### config.mk
export PLATFORM = sky130hd
export DESIGN_NAME = writeback_stage
export DESIGN_NICKNAME = d
export VERILOG_FILES = /design/src/source/rv_mem_pkg.sv /design/src/source/writeback_stage.sv
export SDC_FILE = /design/constraint.sdc
export NUM_CORES = 1
export LEC_CHECK = 0
export BUFFER_PORTS_ARGS = -buffer_cell sky130_fd_sc_hd__buf_4
export CORE_MARGIN = 4
export CORE_UTILIZATION = 38
export DETAILED_ROUTE_END_ITERATION = 8
export PLACE_DENSITY = 0.93
export SLEW_MARGIN = 20
export SYNTH_ARGS = -nofsm -noshare
export SYNTH_HDL_FRONTEND = slang
export SYNTH_SLANG_ARGS = --single-unit
### constraint.sdc
create_clock -name vclk -period 2.81
set_input_delay 0.7025 -clock vclk [all_inputs]
set_output_delay 0.7025 -clock vclk [all_outputs]
set_load 0.05 [all_outputs]
### src/source/rv_mem_pkg.sv
// Shared widths, type encodings and pipeline bundles, imported by every RTL module of the MEM/WB path
`default_nettype none

package rv_mem_pkg;

    // ====================
    // Widths
    // ====================
    localparam int DATA_W      = 32;   // Register and memory word
    localparam int DMEM_ADDR_W = 11;   // Byte address into 2 KiB
    localparam int DMEM_WORDS  = 512;  // 2 KiB / 4 bytes
    localparam int REG_ADDR_W  = 5;    // x0..x31

    typedef logic [DATA_W-1:0]      word_t;
    typedef logic [DMEM_ADDR_W-1:0] dmem_addr_t;
    typedef logic [REG_ADDR_W-1:0]  reg_addr_t;

    // ====================
    // Encodings
    // ====================
    // Store size, low bits of the RISC-V store funct3
    typedef enum logic [1:0] {
        ST_BYTE = 2'b00,
        ST_HALF = 2'b01,
        ST_WORD = 2'b10
    } store_type_t;

    // Load size and extension, same as load funct3
    typedef enum logic [2:0] {
        LD_B  = 3'b000,
        LD_H  = 3'b001,
        LD_W  = 3'b010,
        LD_BU = 3'b100,
        LD_HU = 3'b101
    } load_type_t;

    // Register-file result source
    typedef enum logic [1:0] {
        RES_ALU = 2'b00,
        RES_MEM = 2'b01,
        RES_PC4 = 2'b10
    } result_src_t;

    // ====================
    // Pipeline bundles
    // ====================
    typedef struct packed {
        logic        regwrite;    // Instruction writes rd
        logic        memwrite;    // Store
        result_src_t resultsrc;
        store_type_t storetype;
        load_type_t  loadtype;
        word_t       alu_result;  // Also the memory address
        word_t       write_data;  // Store data from rs2
        reg_addr_t   rd_addr;
        dmem_addr_t  pc4;
    } ex_mem_t;                   // 89 bits

    typedef struct packed {
        logic        regwrite;
        result_src_t resultsrc;
        load_type_t  loadtype;
        word_t       read_data;   // Raw aligned word from memory
        word_t       alu_result;
        reg_addr_t   rd_addr;
        dmem_addr_t  pc4;
    } mem_wb_t;                   // 86 bits

    typedef struct packed {
        logic      we;
        reg_addr_t addr;
        word_t     data;
    } rf_write_t;                 // 38 bits

endpackage

`default_nettype wire

### src/source/writeback_stage.sv
// Writeback stage, extracts and extends load data and selects the register-file write
`timescale 1ns/10ps
`default_nettype none

module writeback_stage
    import rv_mem_pkg::*;
(
    input  wire mem_wb_t i_mem_wb,     // Registered MEM/WB bundle
    output rf_write_t    o_rf_write    // Register-file write port
);

    logic [1:0] addr_off;     // Byte offset from the address
    logic [1:0] ld_off;       // Offset after alignment to the load size
    word_t      shifted;      // Read word moved down to lane 0
    word_t      load_data;    // Extended load value
    word_t      result;       // Selected RF data

    assign addr_off = i_mem_wb.alu_result[1:0];

    // ====================
    // Load extraction
    // ====================
    always_comb begin
        // Unused low bits dropped, as on the store side
        case (i_mem_wb.loadtype)
            LD_B, LD_BU: ld_off = addr_off;
            LD_H, LD_HU: ld_off = {addr_off[1], 1'b0};
            default:     ld_off = 2'b00;
        endcase

        shifted = i_mem_wb.read_data >> {ld_off, 3'b000};

        case (i_mem_wb.loadtype)
            LD_B:    load_data = {{(DATA_W-8){shifted[7]}}, shifted[7:0]};
            LD_BU:   load_data = {{(DATA_W-8){1'b0}}, shifted[7:0]};
            LD_H:    load_data = {{(DATA_W-16){shifted[15]}}, shifted[15:0]};
            LD_HU:   load_data = {{(DATA_W-16){1'b0}}, shifted[15:0]};
            default: load_data = i_mem_wb.read_data;    // LD_W
        endcase
    end

    // ====================
    // Result select
    // ====================
    always_comb begin
        case (i_mem_wb.resultsrc)
            RES_MEM: result = load_data;
            RES_PC4: result = {{(DATA_W-DMEM_ADDR_W){1'b0}}, i_mem_wb.pc4};  // Zero-extended
            default: result = i_mem_wb.alu_result;                            // RES_ALU
        endcase
    end

    // x0 is hardwired, never write it
    always_comb begin
        o_rf_write.we   = i_mem_wb.regwrite && (i_mem_wb.rd_addr != '0);
        o_rf_write.addr = i_mem_wb.rd_addr;
        o_rf_write.data = result;
    end

endmodule

`default_nettype wire

==> results of run 1 <==
## repair_timing
item,4_1_cts
setup buffers,2
cloned,2
pin swaps,11
resized for setup,29
endpoints found under the setup margin,18
## Yosys cell counts (all sizes together), types with 2 or more instances
cell | n | area share (%)
a22oi | 31 | 20
nor3 | 3 | 1.2
clkbuf | 10 | 3.1
o21ai | 34 | 14
nand2 | 14 | 4.5
or3 | 2 | 1.0
mux2i | 7 | 5.7
a221oi | 8 | 6.2
inv | 6 | 1.8
nor2b | 4 | 2.3
a211oi | 2 | 1.6
buf | 12 | 6.8
nor2 | 2 | 0.82
mux2 | 9 | 8.6
o211ai | 4 | 2.9
ha | 2 | 2.0
and3 | 2 | 1.0
o21a | 2 | 1.2
a21oi | 3 | 1.2
## cells by family after synthesis
kind of cell,count (synthesis)
fa+ha+maj,2
compound gates,91
simple gates,34
mux,16
buf+inv,28
## stage by stage
step / util, % / area [µm²] / hold WS [ns] / setup slack [ns] / TNS [ns]
2_1_floorplan: - / 1500 / 1.57 / -0.0979 / -0.157
3_3_place_gp: 81.7 / 2490 / 1.67 / -0.128 / -1.71
3_5_place_dp: 81.7 / 2490 / 1.67 / -0.170 / -2.34
4_1_cts: 88.0 / 2690 / 1.67 / -0.0109 / -0.0129
==> parameters.txt, run 1 <==
Parameter                              Value

STA
  Classification of the worst endpoint ... top-level output
  Worst-slack endpoint at the end of global-route timing repair ... o_rf_write[28]

Placed design
  Count of placed standard cells including taps ... 337
  Detailed-placement wirelength estimate ... slightly below 5000 µm
  Quantity of I/O buffers inserted on ports ... around 120
  Weighted congestion reported at the end of routability-driven placement ... 0.936

Logic synthesis
  Synthesized cell area ... 1220 µm²
  XOR/XNOR Fraction of Synth Area ... 0%
  Mean area per synthesized cell ... slightly above 7 µm²
  Area share of fa/ha/maj cells after synthesis ... 2.05%
  Sequential cell area fraction in the yosys report ... 0%
  Synthesized instance count ... 171
  Share of synthesized area spent on multiplexers ... 14.3%
  Yosys synthesis warning count ... 0
  Simple-gate portion of the synthesized area ... between 10% and 20%
  Main combinational cell family by area after synthesis ... compound AO/OA/AOI/OAI gates
  Post-synthesis compound-gate area fraction ... 55.0%
  Count of distinct cell types in the synthesized netlist ... 45
  Net Count, Synth ... about 260

Status
  Error Message ... [ERROR DPL-0033] detailed placement checks failed during check placement.
  Run status ... aborted with a tool error
  Failing step ... 5_1_grt

Floorplan
  Number of core rows ... 20
  Number of ports placed on the die boundary ... 124
  Die span in y ... ~65 µm
  Starting Density ... 40.0%
  Die width ... 64.7 µm

CTS
  Hold-fix buffers at CTS ... 0

Global route
  Maximum number of pins on one net before global-route repair ... 32
  Initial antenna violation count ... 0
==> run 2, diff against run 1 <==
--- a/config.mk
+++ b/config.mk
@@ -7,9 +7,9 @@
 export LEC_CHECK = 0
 export BUFFER_PORTS_ARGS = -buffer_cell sky130_fd_sc_hd__buf_4
 export CORE_MARGIN = 4
-export CORE_UTILIZATION = 38
+export CORE_UTILIZATION = 30
 export DETAILED_ROUTE_END_ITERATION = 8
-export PLACE_DENSITY = 0.93
+export PLACE_DENSITY_LB_ADDON = 0.15
 export SLEW_MARGIN = 20
 export SYNTH_ARGS = -nofsm -noshare
 export SYNTH_HDL_FRONTEND = slang
==> run 2 against run 1 <==
The flow now finishes, with violations (negative setup slack); synthesized area unchanged; synthesized cell count unchanged.
==> parameters.txt, run 2 <==
Parameter                              Value

Status
  Run status ... complete, but fails checks
  Violations in the final reports ... negative setup slack

Cells and area
  FILL cells ... 326
  Layout cell share with drive strength beyond 1 ... between 70 and 80%
  Most common cell after layout, fill and taps aside ... sky130_fd_sc_hd__buf_4
  FF+latch count ... 0
  Count of inserted antenna diode cells ... 0
  # nets final ... 392
  Synthesis-to-finish area growth ... 126%
  Count of placed standard cells in the final layout, fillers left out ... 350
  Commonest non-fill, non-tap cells in the layout ... sky130_fd_sc_hd__buf_4 (124), sky130_fd_sc_hd__buf_6 (26), sky130_fd_sc_hd__a22oi_1 (21), sky130_fd_sc_hd__nand2_1 (13)
  Total of clock buffers placed in the layout ... 0
  Area taken by flip-flops and latches ... 0 µm²

Logic synthesis
  Proportion of netlist area held by the largest area contributor ... 18.4% (unchanged)
  Top cells by area, synth ... sky130_fd_sc_hd__a22oi_1 (18%), sky130_fd_sc_hd__o21ai_0 (7.4%), sky130_fd_sc_hd__mux2_2 (7.4%)
  Mean area per synthesized cell ... 7.14 µm² (unchanged)
  Sequential cell area fraction in the yosys report ... 0% (unchanged)
  Count of distinct cell types in the synthesized netlist ... 45 (unchanged)
  Synthesized instance count ... 171 (unchanged)
  Leading area contributor after synthesis ... sky130_fd_sc_hd__a22oi_1
  Yosys synthesis warning count ... 0 (unchanged)
  Synthesized cell area ... 1220 µm² (unchanged)
  Leading cell types by count after synthesis ... sky130_fd_sc_hd__a22oi_1 (30), sky130_fd_sc_hd__o21ai_0 (18), sky130_fd_sc_hd__o21ai_1 (16)
  Net Count, Synth ... 259 (unchanged)
  Most common cell in the synthesized netlist ... sky130_fd_sc_hd__a22oi_1

STA
  Share of the clock period used by the worst path ... 100%
  Transition time at the pin with the least slew margin ... about 0.61 ns
  Setup repair after global routing missed its margin ... yes
  Hold Violations, Final ... 0
  Final worst path period need ... 2.82 ns
  Count of endpoints failing setup in the final report ... 1
  Final WS setup ... -0.00973 ns
  Count of final max-slew check failures ... 0
  Relative slew slack ... 59.2%
  Fmax ... 355 MHz

Global route
  Tot GR Track Use ... 21.8%
  Global-route track usage on met1 ... 26.7%
  First-pass GRT wire length ... 9440 µm
  Number of global-route vias before repair ... 2056
  Met2 track demand over resource ... between 30% and 40%
  Maximum number of pins on one net before global-route repair ... 25
  Remaining Overflow, GRT ... 0
  Global routing usage on met3 ... 5.19%
  Initial antenna violation count ... 0
  Busiest grt layer ... met2

Route
  Wire length after detailed routing ... around 6200 µm
  Routed Antenna Nets ... 0
  Drt drc ... 0
  Total vias in the final route ... approximately 2000
  Drt first-iter violations ... 118
  Vias per inst ... 5.59
  Drt first pass iters ... 4
  Average detailed-routed wire length per instance ... 17.6 µm

Worst setup path
  CP Data Required Time ... 2.11 ns
  Launching element of the worst setup path ... i_mem_wb[63]
  Critical path fanouts, max ... 5
  Critical Path AT ... 2.12 ns
  Endpoint type of the worst setup path ... primary output
  Setup CP Type ... in -> out
  Launching element type of the critical path ... primary input

Placed design
  Dpl ws ... -0.0462 ns (+0.124 ns)
  Detailed-placement wirelength estimate ... 5070 µm (+2.8%)
  Count of placed standard cells including taps ... 349 (+3.6%)
  Weighted congestion reported at the end of routability-driven placement ... 0.916 (-2.1%)
  Quantity of I/O buffers inserted on ports ... 124 (unchanged)

Power and ir drop
  Peak ir drop on the vdd network ... 139 µV
  Cell leakage power ... between 1 and 1.5 nW
  Power Total ... 0.715 mW
  Power per standard cell area ... 259 nW/µm²

Floorplan
  Number of ports placed on the die boundary ... 124 (unchanged)
  Area of the placeable core ... 3800 µm²
  Number of core rows ... 22 (+10%)
  Die width ... 71.8 µm (+11%)
  Die span in y ... 71.8 µm (+11%)
  Die footprint ... 5160 µm²
  Starting Density ... 32.1% (-7.9 points)

Hold path
  Worst Hold Launch ... i_mem_wb[14]
  Tightest Hold Check Type ... in -> out

CTS
  Hold-fix buffers at CTS ... 0 (unchanged)

Run
  Max-cap violation count ... 0
[run 2: logic make-up after synthesis]
| family | Yosys count | share of synthesized area [%] |
|---|---|---|
| buffers and inverters | 28 | 11.7 |
| adder cells (fa/ha/maj) | 2 | 2.05 |
| AND/OR/NAND/NOR | 34 | 16.9 |
| multiplexers | 16 | 14.3 |
| AO/OA/AOI/OAI | 91 | 55.0 |
[run 2: area by class of cell]
type | count | area (µm²) | area share, %
multi-input combinational | 143 | 1390 | 50.5
timing repair buffer | 153 | 1280 | 46.6
tap | 48 | 60.1 | 2.18
inverter | 6 | 22.5 | 0.817
[run 2: report_power, final]
| group | total, mW | switching [mW] | internal [mW] |
|---|---|---|---|
| sequential | 0 | 0 | 0 |
| clock | 0 | 0 | 0 |
| combinational | 0.715 | 0.411 | 0.304 |
[run 2: stage by stage]
| step | cell area (µm²) | utilization (%) | TNS (ns) | hold WS, ns |
|---|---|---|---|---|
| finish | 2760 | 72.6 | -0.00973 | 1.67 |
| global route | 2760 | 72.6 | -0.800 | 1.68 |
| CTS | 2640 | 69.5 | -0.0137 | 1.67 |
| detailed placement | 2570 | 67.7 | -0.482 | 1.67 |
| global placement | 2570 | 67.7 | -0.267 | 1.67 |
| floorplan | 1500 | - | -0.157 | 1.57 |
[run 2: final timing paths]
path | end | slack (ns) | depth (start not counted)
setup / recovery | o_rf_write[9] | -0.01 | 7
hold / removal | o_rf_write[35] | 1.67 | 2
[run 2: critical path: stages]
cell	delay [ns]
sky130_fd_sc_hd__buf_4	0.14
sky130_fd_sc_hd__nor4b_4	0.42
sky130_fd_sc_hd__a2111oi_4	0.09
sky130_fd_sc_hd__buf_4	0.19
sky130_fd_sc_hd__a221oi_2	0.31
sky130_fd_sc_hd__o21ai_2	0.07
sky130_fd_sc_hd__buf_4	0.19
[run 2: layer usage]
| layer | wire length (µm) | vias to the layer above | part of all wire (%) |
|---|---|---|---|
| li1 | - | 940 | - |
| met1 | 2360 | 916 | 38 |
| met2 | 3140 | 95 | 51 |
| met3 | 620 | 6 | 10 |
| met4 | 48 | 0 | 0.78 |
| met5 | 0 | - | 0 |
[run 2: what timing repair did]
action / in CTS / in global routing
gates resized for setup: 19 / 23
setup endpoints to repair: 20 / 30
pin swaps: 0 / 4
hold endpoints to repair: 0 / 0
setup buffers: 0 / 1
(Power assumes the default switching activity.)
