`src/source/rv_mem_pkg.sv`:
```
// Shared widths, type encodings and pipeline bundles, imported by every RTL module of the MEM/WB path
`default_nettype none

package rv_mem_pkg;

    // ====================
    // Widths
    // ====================
    localparam int DATA_W      = 32;   // Register and memory word
    localparam int DMEM_ADDR_W = 11;   // Byte address into 2 KiB
    localparam int DMEM_WORDS  = 512;  // 2 KiB / 4 bytes
    localparam int REG_ADDR_W  = 5;    // x0..x31

    typedef logic [DATA_W-1:0]      word_t;
    typedef logic [DMEM_ADDR_W-1:0] dmem_addr_t;
    typedef logic [REG_ADDR_W-1:0]  reg_addr_t;

    // ====================
    // Encodings
    // ====================
    // Store size, low bits of the RISC-V store funct3
    typedef enum logic [1:0] {
        ST_BYTE = 2'b00,
        ST_HALF = 2'b01,
        ST_WORD = 2'b10
    } store_type_t;

    // Load size and extension, same as load funct3
    typedef enum logic [2:0] {
        LD_B  = 3'b000,
        LD_H  = 3'b001,
        LD_W  = 3'b010,
        LD_BU = 3'b100,
        LD_HU = 3'b101
    } load_type_t;

    // Register-file result source
    typedef enum logic [1:0] {
        RES_ALU = 2'b00,
        RES_MEM = 2'b01,
        RES_PC4 = 2'b10
    } result_src_t;

    // ====================
    // Pipeline bundles
    // ====================
    typedef struct packed {
        logic        regwrite;    // Instruction writes rd
        logic        memwrite;    // Store
        result_src_t resultsrc;
        store_type_t storetype;
        load_type_t  loadtype;
        word_t       alu_result;  // Also the memory address
        word_t       write_data;  // Store data from rs2
        reg_addr_t   rd_addr;
        dmem_addr_t  pc4;
    } ex_mem_t;                   // 89 bits

    typedef struct packed {
        logic        regwrite;
        result_src_t resultsrc;
        load_type_t  loadtype;
        word_t       read_data;   // Raw aligned word from memory
        word_t       alu_result;
        reg_addr_t   rd_addr;
        dmem_addr_t  pc4;
    } mem_wb_t;                   // 86 bits

    typedef struct packed {
        logic      we;
        reg_addr_t addr;
        word_t     data;
    } rf_write_t;                 // 38 bits

endpackage

`default_nettype wire

```
`src/source/memory_stage.sv`:
```
// Memory-access stage, drives the data memory from the EX bundle and holds the MEM/WB register
`timescale 1ns/10ps
`default_nettype none

module memory_stage
    import rv_mem_pkg::*;
(
    input  wire logic        i_clk,
    input  wire logic        i_rst_n,

    // From EX
    input  wire ex_mem_t     i_ex,

    // Data memory interface
    output logic             o_dmem_we,
    output dmem_addr_t       o_dmem_addr,
    output word_t            o_dmem_wdata,
    output store_type_t      o_storetype,
    input  wire word_t       i_dmem_rdata,

    // To WB
    output mem_wb_t          o_mem_wb
);

    mem_wb_t mem_wb_d;   // Next value of the MEM/WB register

    // ====================
    // Memory interface
    // ====================
    // Plain strobes, each access completes in the cycle it is presented
    assign o_dmem_we    = i_ex.memwrite;
    assign o_dmem_addr  = i_ex.alu_result[DMEM_ADDR_W-1:0];  // Low bits of the ALU sum
    assign o_dmem_wdata = i_ex.write_data;                   // rs2 value
    assign o_storetype  = i_ex.storetype;                    // Size of the store

    // ====================
    // MEM/WB register
    // ====================
    // Only the fields WB needs are carried forward
    always_comb begin
        mem_wb_d.regwrite   = i_ex.regwrite;
        mem_wb_d.resultsrc  = i_ex.resultsrc;
        mem_wb_d.loadtype   = i_ex.loadtype;    // Extension done in WB
        mem_wb_d.read_data  = i_dmem_rdata;     // Whole word, lane pick later
        mem_wb_d.alu_result = i_ex.alu_result;  // Needs bits 1..0 for the load offset
        mem_wb_d.rd_addr    = i_ex.rd_addr;
        mem_wb_d.pc4        = i_ex.pc4;
    end

    always_ff @(posedge i_clk or negedge i_rst_n) begin
        if (!i_rst_n) begin
            o_mem_wb <= '0;                     // regwrite low, no RF write after reset
        end else begin
            o_mem_wb <= mem_wb_d;               // New bundle every cycle, no stall
        end
    end

endmodule

`default_nettype wire

```
`config.mk`:
```
export PLATFORM = sky130hd
export DESIGN_NAME = memory_stage
export DESIGN_NICKNAME = d
export VERILOG_FILES = /design/src/source/rv_mem_pkg.sv /design/src/source/memory_stage.sv
export SDC_FILE = /design/constraint.sdc
export NUM_CORES = 1
export LEC_CHECK = 0
export ABC_AREA = 1
export ABC_CLOCK_PERIOD_IN_PS = 800
export BUFFER_PORTS_ARGS = -buffer_cell sky130_fd_sc_hd__buf_2
export CAP_MARGIN = 5
export CORE_AREA = 4 4 98 100
export CTS_BUF_LIST = sky130_fd_sc_hd__clkbuf_8
export DETAILED_ROUTE_END_ITERATION = 8
export DIE_AREA = 0 0 102 104
export HOLD_SLACK_MARGIN = 0.05
export PLACE_DENSITY = 0.75
export SLEW_MARGIN = 15
export SYNTH_ARGS = -nofsm -noshare
export SYNTH_HDL_FRONTEND = slang
export SYNTH_SLANG_ARGS = --single-unit
```
`constraint.sdc`:
```
create_clock -name i_clk -period 0.8 [get_ports i_clk]
set_input_delay 0.16 -clock i_clk [delete_from_list [all_inputs] [get_ports i_clk]]
set_output_delay 0.16 -clock i_clk [all_outputs]
set_load 0.005 [all_outputs]
```
## Word-level counts from Yosys, hierarchy flattened

Index checks and enable logic that the tools add are counted.
Widths: inputs -> output; s select.

| storage, ports and cells | value |
|---|---|
| bits in registers | 86 |
| input bits | 123 |
| output and inout port bits | 132 |
| word-level logic and storage cells | 7 |

## Longest topological paths before layout

Gate-level depths: netlist (run 1).

| depth | value |
|---|---|
| word-level depth | 0 |
| depth in mapped cells | 1 |
| gate-level depth less buffers | 0 |

## Worst setup path after synthesis (run 1)

OpenSTA, ideal clock, no wires.

| timing path | value |
|---|---|
| path type | reg-to-output |
| from | reg o_mem_wb[0] (netlist bit) |
| to | out o_mem_wb[0] (netlist bit) |
| arrival time | 0.349 ns |
| required time | 0.640 ns |
| path slack | 0.291 ns |
| cell stages (with the launch flop) | 1 |
| path buffers | 0 |
| path through | dfrtp_1 |

RTL lines:

| element | RTL line | RTL |
|---|---|---|
| start: declaration | memory_stage.sv:22 | `output mem_wb_t o_mem_wb` |
| start signal: assignment | memory_stage.sv:54 | `o_mem_wb <= mem_wb_d;` |

No word-level cell between the ends.

## Worst setup path after layout (run 1)

| timing path | value |
|---|---|
| from | reg o_mem_wb[54] (netlist bit) |
| to | out o_mem_wb[54] (netlist bit) |

No word-level cell between the ends.

==> results of run 1 <==
-- placed cells by master (no fill, tap or decap) --
cell           count
buf_12             2
buf_2            181
buf_4              1
buf_6              2
clkbuf_8          10
clkinv_4           2
clkinvlp_4         1
dfrtp_1           86
diode_2            1
dlygate4sd3_1     87
inv_6              2
inv_8              1
-- kinds of logic after synthesis --
group / count (synthesis) / synth area share [%]
buf+inv: 46 / 13.8
flops: 86 / 86.2
-- metrics by stage --
step / power, W / std cells / cell area [sq um] / hold WS [ns] / setup WS [ns]
global route: 0.00892 / 484 / 4330 / 0.320 / -0.268
floorplan: 0.00493 / 132 / 2500 / -0.136 / 0.291
global placement: 0.00532 / 380 / 3250 / 0.155 / 0.158
finish: 0.00848 / 484 / 4330 / 0.320 / -0.222
detailed placement: 0.00535 / 380 / 3250 / 0.169 / 0.157
CTS: 0.00865 / 483 / 4330 / 0.320 / -0.253
-- area by class of cell --
cell class	count	share of cell area (%)
clock inverters	6	1.24
clock buffers	10	3.18
well taps	108	3.12
repair buffers	273	42.7
flip-flops and latches	86	49.7
diodes	1	0.0578
-- timing repair --
item	CTS	global route
setup endpoints to repair	86	86
hold buffers	87	0
hold endpoints to repair	172	0
gates resized for setup	2	0
-- report_power, final --
group          total [W]  internal, W  switching, W  leakage (nW)
sequential       0.00461      0.00456     0.0000535          1.00
combinational   0.000968     0.000615      0.000353          1.11
clock            0.00290      0.00127       0.00163        0.0954
total            0.00848      0.00644       0.00203          2.21
-- worst min path at each step --
stage                       end  cells after the start
2_1_floorplan       o_mem_wb[0]                      0
3_3_place_gp        o_mem_wb[5]                      2
3_5_place_dp        o_mem_wb[5]                      2
4_1_cts        o_dmem_wdata[13]                      0
5_1_grt        o_dmem_wdata[17]                      0
6_report       o_dmem_wdata[17]                      0
-- layer usage --
layer	up-vias	wire, microns	track usage, %	share of wire, %
met2	121	3970	24.8	56
li1	833	-	-	-
met1	889	2290	13.8	32
met5	-	0	0	0
met4	0	168	6.84	2.4
met3	21	701	4.96	9.8
==> out/qor.csv, run 1 <==
stage;metric;value;unit
logic_synthesis;most frequently used flop master after synthesis;dfrtp_1;
global_route;number of global-route vias before repair;2173;
power_and_ir_drop;Max VDD drop;0.00103;V
placed_design;Post-DP HPWL;4950;microns
critical_path;crit-path cells;buf_2;
cts;CTS buffer count;9;
global_route;Overall Global Routing Usage;13.9;%
route;vias per cell;3.85;
cells_and_area;Util after Layout;49.9;%
route;via count;1864;
floorplan;effective utilization at floorplan;28.8;%
global_route;total grt overflow;0;
cells_and_area;max reg flops;86;
cts;CTS tree;yes;
logic_synthesis;Commonest cells post-synth;dfrtp_1, buf_4;
logic_synthesis;Yosys cell types;2;
cells_and_area;FILL cells;765;
critical_path;CP bufs+invs;1;
critical_path;CP Class;reg2out;
critical_path;critical path endpoint category;output pin;
sta;Final WS setup;-0.222;ns
logic_synthesis;flops & latches, synth;86;
critical_path;critical path startpoint;o_mem_wb[54];
critical_path;crit-path max FO;1;
run_status;violations in the final reports;setup timing;
logic_synthesis;synth warn;0;
cts;Max H-tree Level;3;
run;max_cap viols;0;
hold_path;Hold Crit Class;in2out;
floorplan;Core Area;0.00868;sq mm
critical_path;WP depth;1;
critical_path;Critical Path Start Type;register;
logic_synthesis;most frequent cell after synthesis;dfrtp_1;
cells_and_area;area taken by multi-input logic gates;0;sq um
sta;setup tns final;-16.91;ns
logic_synthesis;asr flop ratio synth;100;%
sta;Pins Over Slew Limit;0;
cts;postcts setup bufs;0;
route;Routed Antenna Nets;0;
floorplan;Rows;34;
cts;Worst-path clk slew;0.09;ns
logic_synthesis;register area share after synthesis;86.2;%
logic_synthesis;EDFF count, synth;0;
sta;Min Clock Period, post-route;1.02;ns
cells_and_area;Register Area;0.00215;sq mm
sta;endpoints failing setup;86;
hold_path;hold path start;i_ex[33];
global_route;initial antenna violation count;1;
logic_synthesis;syn_nets;255;
cells_and_area;Multi-In Gates;0;
power_and_ir_drop;P_leak;2.21;nW
route;wire per inst;14.7;microns
critical_path;CP Data Required Time;0.64;ns
sta;Slew Limit Headroom;83.9;%
route;DR pass1 iterations;2;
sta;Fin. Hold Viols;0;
logic_synthesis;Synth top area share;86.2;%
cts;root buffer cell;clkbuf_8;
route;final wirelength;7120;microns
placed_design;Routability Congestion;0.700;
cts;maximum clock path buffer count;2;
critical_path;Slowest cell on crit path;dfrtp_1;
logic_synthesis;area leader, netlist;dfrtp_1;
logic_synthesis;Syn Inst Count;132;
cts;total clock sinks;86;
floorplan;die extent in x;102;microns
route;DRC;0;
cells_and_area;area delta synth->final;73.3;%
sta;worst slew pin tran;0.242;ns
power_and_ir_drop;PD cells;1960;mW/mm^2
cells_and_area;biggest regs;o_mem_wb: 86 flops;
critical_path;Setup crit end;o_mem_wb[54];
floorplan;boundary pin count;255;
logic_synthesis;post-synthesis cell area;0.00250;sq mm
sta;period utilization;128;%
critical_path;Crit path largest cell delay;0.39;ns
sta;Max Clock Freq;979;MHz
route;Iter 0 DRT Violations;33;
floorplan;die area;0.0106;sq mm
sta;RSZ-0062 raised after global routing;true;
cells_and_area;share of layout cells above drive strength 1;53.9;%
global_route;largest net degree at the start of global routing;46;
logic_synthesis;Syn Area/Cell;18.9;sq um
placed_design;Port Buf Inserts;184;
cells_and_area;Reg with most FFs;o_mem_wb;
logic_synthesis;synth top area cells;dfrtp_1, buf_4;
global_route;global-route wire length before repair;11100;microns
critical_path;CP arrival;0.86;ns
critical_path;CP delay by family, top;flip-flops;
floorplan;Die Y;104;microns
run_status;status;finished, violations left;
cells_and_area;Final Net Count;493;
(Power assumes the default switching activity.)
==> run 2: changes to the inputs <==
--- a/config.mk
+++ b/config.mk
@@ -13,6 +13,7 @@
 export CTS_BUF_LIST = sky130_fd_sc_hd__clkbuf_8
 export DETAILED_ROUTE_END_ITERATION = 8
 export DIE_AREA = 0 0 102 104
+export GPL_TIMING_DRIVEN = 0
 export HOLD_SLACK_MARGIN = 0.05
 export PLACE_DENSITY = 0.75
 export SLEW_MARGIN = 15
==> run 2 against run 1 <==
The flow finishes with violations (hold timing, setup timing). Critical endpoint is now o_mem_wb[65]. Largest power group unchanged. Worst setup slack worse by 0.0083 ns. Cell area up 11%. Clock power down 4%. Critical path depth unchanged. Count of clock-buffer cells in the layout down 1. Total power up 1.9%. Worst hold slack worse by 0.54 ns. First-iteration DRC count down 24%. Core utilization up 5.5 points.
==> out/qor.csv, run 2 (synthesized netlist as in run 1, its figures left out) <==
stage;metric;value;unit;change
sta;Slew Limit Headroom;63.1;%;was 83.9%
route;DRC;0;;unchanged
global_route;met3 usage;4.63;%;was 4.96%
cts;Max H-tree Level;3;;unchanged
cts;CTS buffer count;9;;unchanged
cells_and_area;most common cell after layout, fill and taps aside;buf_2;;unchanged
global_route;Overall Global Routing Usage;15.6;%;was 13.9%
route;DR pass1 iterations;2;;unchanged
sta;endpoints failing setup;86;;unchanged
critical_path;CP Data Required Time;0.64;ns;about the same
placed_design;Port Buf Inserts;219;;was 184
route;Routed Antenna Nets;0;;unchanged
global_route;global-route wire length before repair;12700;microns;was 11100 microns
sta;Max Clock Freq;971;MHz;was 979 MHz
cells_and_area;Reg with most FFs;o_mem_wb;;unchanged
sta;Min Clock Period, post-route;1.03;ns;was 1.02 ns
floorplan;die area;0.0106;sq mm;unchanged
cells_and_area;share of layout cells above drive strength 1;61.9;%;was 53.9%
placed_design;Routability Congestion;0.706;;was 0.700
run_status;status;finished, violations left;;unchanged
run_status;violations in the final reports;hold timing, setup timing;;was setup timing
cts;maximum clock path buffer count;2;;unchanged
global_route;GRT Max-Usage Layer;met2;;unchanged
sta;Final WS setup;-0.230;ns;was -0.222 ns
critical_path;crit-path max FO;1;;unchanged
power_and_ir_drop;P_leak;2.55;nW;was 2.21 nW
power_and_ir_drop;Max VDD drop;0.000818;V;was 0.00103 V
cells_and_area;area taken by multi-input logic gates;0;sq um;unchanged
placed_design;Post-DP HPWL;5730;microns;was 4950 microns
sta;Pins Over Slew Limit;0;;unchanged
global_route;GR met1 Demand/Resource;16.0;%;was 13.8%
cells_and_area;max reg flops;86;;unchanged
cts;CTS tree;yes;;unchanged
power_and_ir_drop;PD cells;1800;mW/mm^2;was 1960 mW/mm^2
critical_path;CP bufs+invs;1;;unchanged
sta;setup tns final;-17.05;ns;was -16.91 ns
critical_path;Slowest cell on crit path;dfrtp_1;;unchanged
placed_design;dpl cells;460;;was 380
global_route;total grt overflow;0;;unchanged
floorplan;effective utilization at floorplan;28.8;%;unchanged
sta;period utilization;129;%;was 128%
cells_and_area;most frequent cells in the layout;buf_2, dlygate4sd3_1, dfrtp_1, buf_4, clkbuf_8;;was buf_2, dlygate4sd3_1, dfrtp_1, clkbuf_8
route;Iter 0 DRT Violations;25;;was 33
critical_path;CP Class;reg2out;;unchanged
critical_path;CP arrival;0.87;ns;was 0.86 ns
route;wire per inst;14.5;microns;was 14.7 microns
cells_and_area;Finished Layout Cells;563;;was 484
route;vias per cell;3.89;;was 3.85
hold_path;Hold Crit Class;in2async;;was in2out
global_route;initial antenna violation count;1;;unchanged
global_route;largest net degree at the start of global routing;45;;was 46
cts;total clock sinks;86;;unchanged
cells_and_area;Multi-In Gates;0;;unchanged
cells_and_area;biggest regs;o_mem_wb: 86 flops;;unchanged
sta;Fin. Hold Viols;43;;was 0
critical_path;crit-path cells;buf_2;;unchanged
cells_and_area;area delta synth->final;92.3;%;was 73.3%
critical_path;CP delay by family, top;flip-flops;;unchanged
critical_path;Critical Path Start Type;register;;unchanged
floorplan;boundary pin count;255;;unchanged
sta;worst slew pin tran;0.554;ns;was 0.242 ns
floorplan;Die Y;104;microns;unchanged
critical_path;Crit path largest cell delay;0.39;ns;about the same
cts;Worst-path clk slew;0.10;ns;was 0.09 ns
cts;# hold bufs at CTS;86;;was 87
cells_and_area;Final Net Count;572;;was 493
sta;RSZ-0062 raised after global routing;true;;unchanged
sta;worst hold slack;-0.219;ns;was 0.320 ns
floorplan;Core Area;0.00868;sq mm;unchanged
floorplan;die extent in x;102;microns;unchanged
cts;postcts setup bufs;0;;unchanged
floorplan;Rows;34;;unchanged
route;via count;2188;;was 1864
run;max_cap viols;0;;unchanged
global_route;number of global-route vias before repair;2611;;was 2173
cts;root buffer cell;clkbuf_8;;unchanged
route;final wirelength;8180;microns;was 7120 microns
critical_path;critical path endpoint category;output pin;;unchanged
global_route;GR Util met2;28.6;%;was 24.8%
run 2: final timing paths:
check / start / end / slack (ns) / cells after the start
max: o_mem_wb[65] / o_mem_wb[65] / -0.23 / 1
min: i_rst_n / o_mem_wb[12] / -0.22 / 1
max in group asynchronous: i_rst_n / o_mem_wb[39] / 0.38 / 2
min in group i_clk: i_dmem_rdata[10] / o_mem_wb[58] / 0.44 / 2
run 2: final cells by class:
class / instances / area [sq um]
diodes: 1 / 2.50
plain buffers: 46 / 345
clock buffers: 9 / 124
clock inverters: 7 / 57.6
fillers: 730 / 3880
flip-flops and latches: 86 / 2150
well taps: 108 / 135
repair buffers: 306 / 1990
run 2: report_power, final:
| group | leakage [nW] | switching, W | internal [W] |
|---|---|---|---|
| Sequential | 1.00 | 0.0000567 | 0.00456 |
| Clock | 0.0935 | 0.00162 | 0.00117 |
| Combinational | 1.45 | 0.000430 | 0.000795 |
| Total | 2.55 | 0.00211 | 0.00653 |
run 2: metal layers:
metal | up-vias | wire length [microns]
met1 | 1051 | 2620
met2 | 128 | 4620
met3 | 18 | 743
li1 | 991 | -
met5 | - | 0
met4 | 0 | 191
run 2: repair_timing:
item,in CTS,in global routing
endpoints found under the hold margin,129,43
pin swaps,0,0
setup endpoints to repair,86,86
resized for setup,1,0
run 2: per-stage QoR:
stage / cell area [sq um] / hold WS [ns] / util (%) / setup WS [ns] / power [W]
finish: 4800 / -0.219 / 55.3 / -0.230 / 0.00864
floorplan: 2500 / -0.136 / - / 0.291 / 0.00493
global placement: 3730 / 0.268 / 43.0 / -1.01 / 0.00556
CTS: 4800 / -0.213 / 55.3 / -0.250 / 0.00875
global route: 4800 / -0.185 / 55.3 / -0.282 / 0.00910
detailed placement: 3750 / 0.189 / 43.2 / -0.0378 / 0.00560
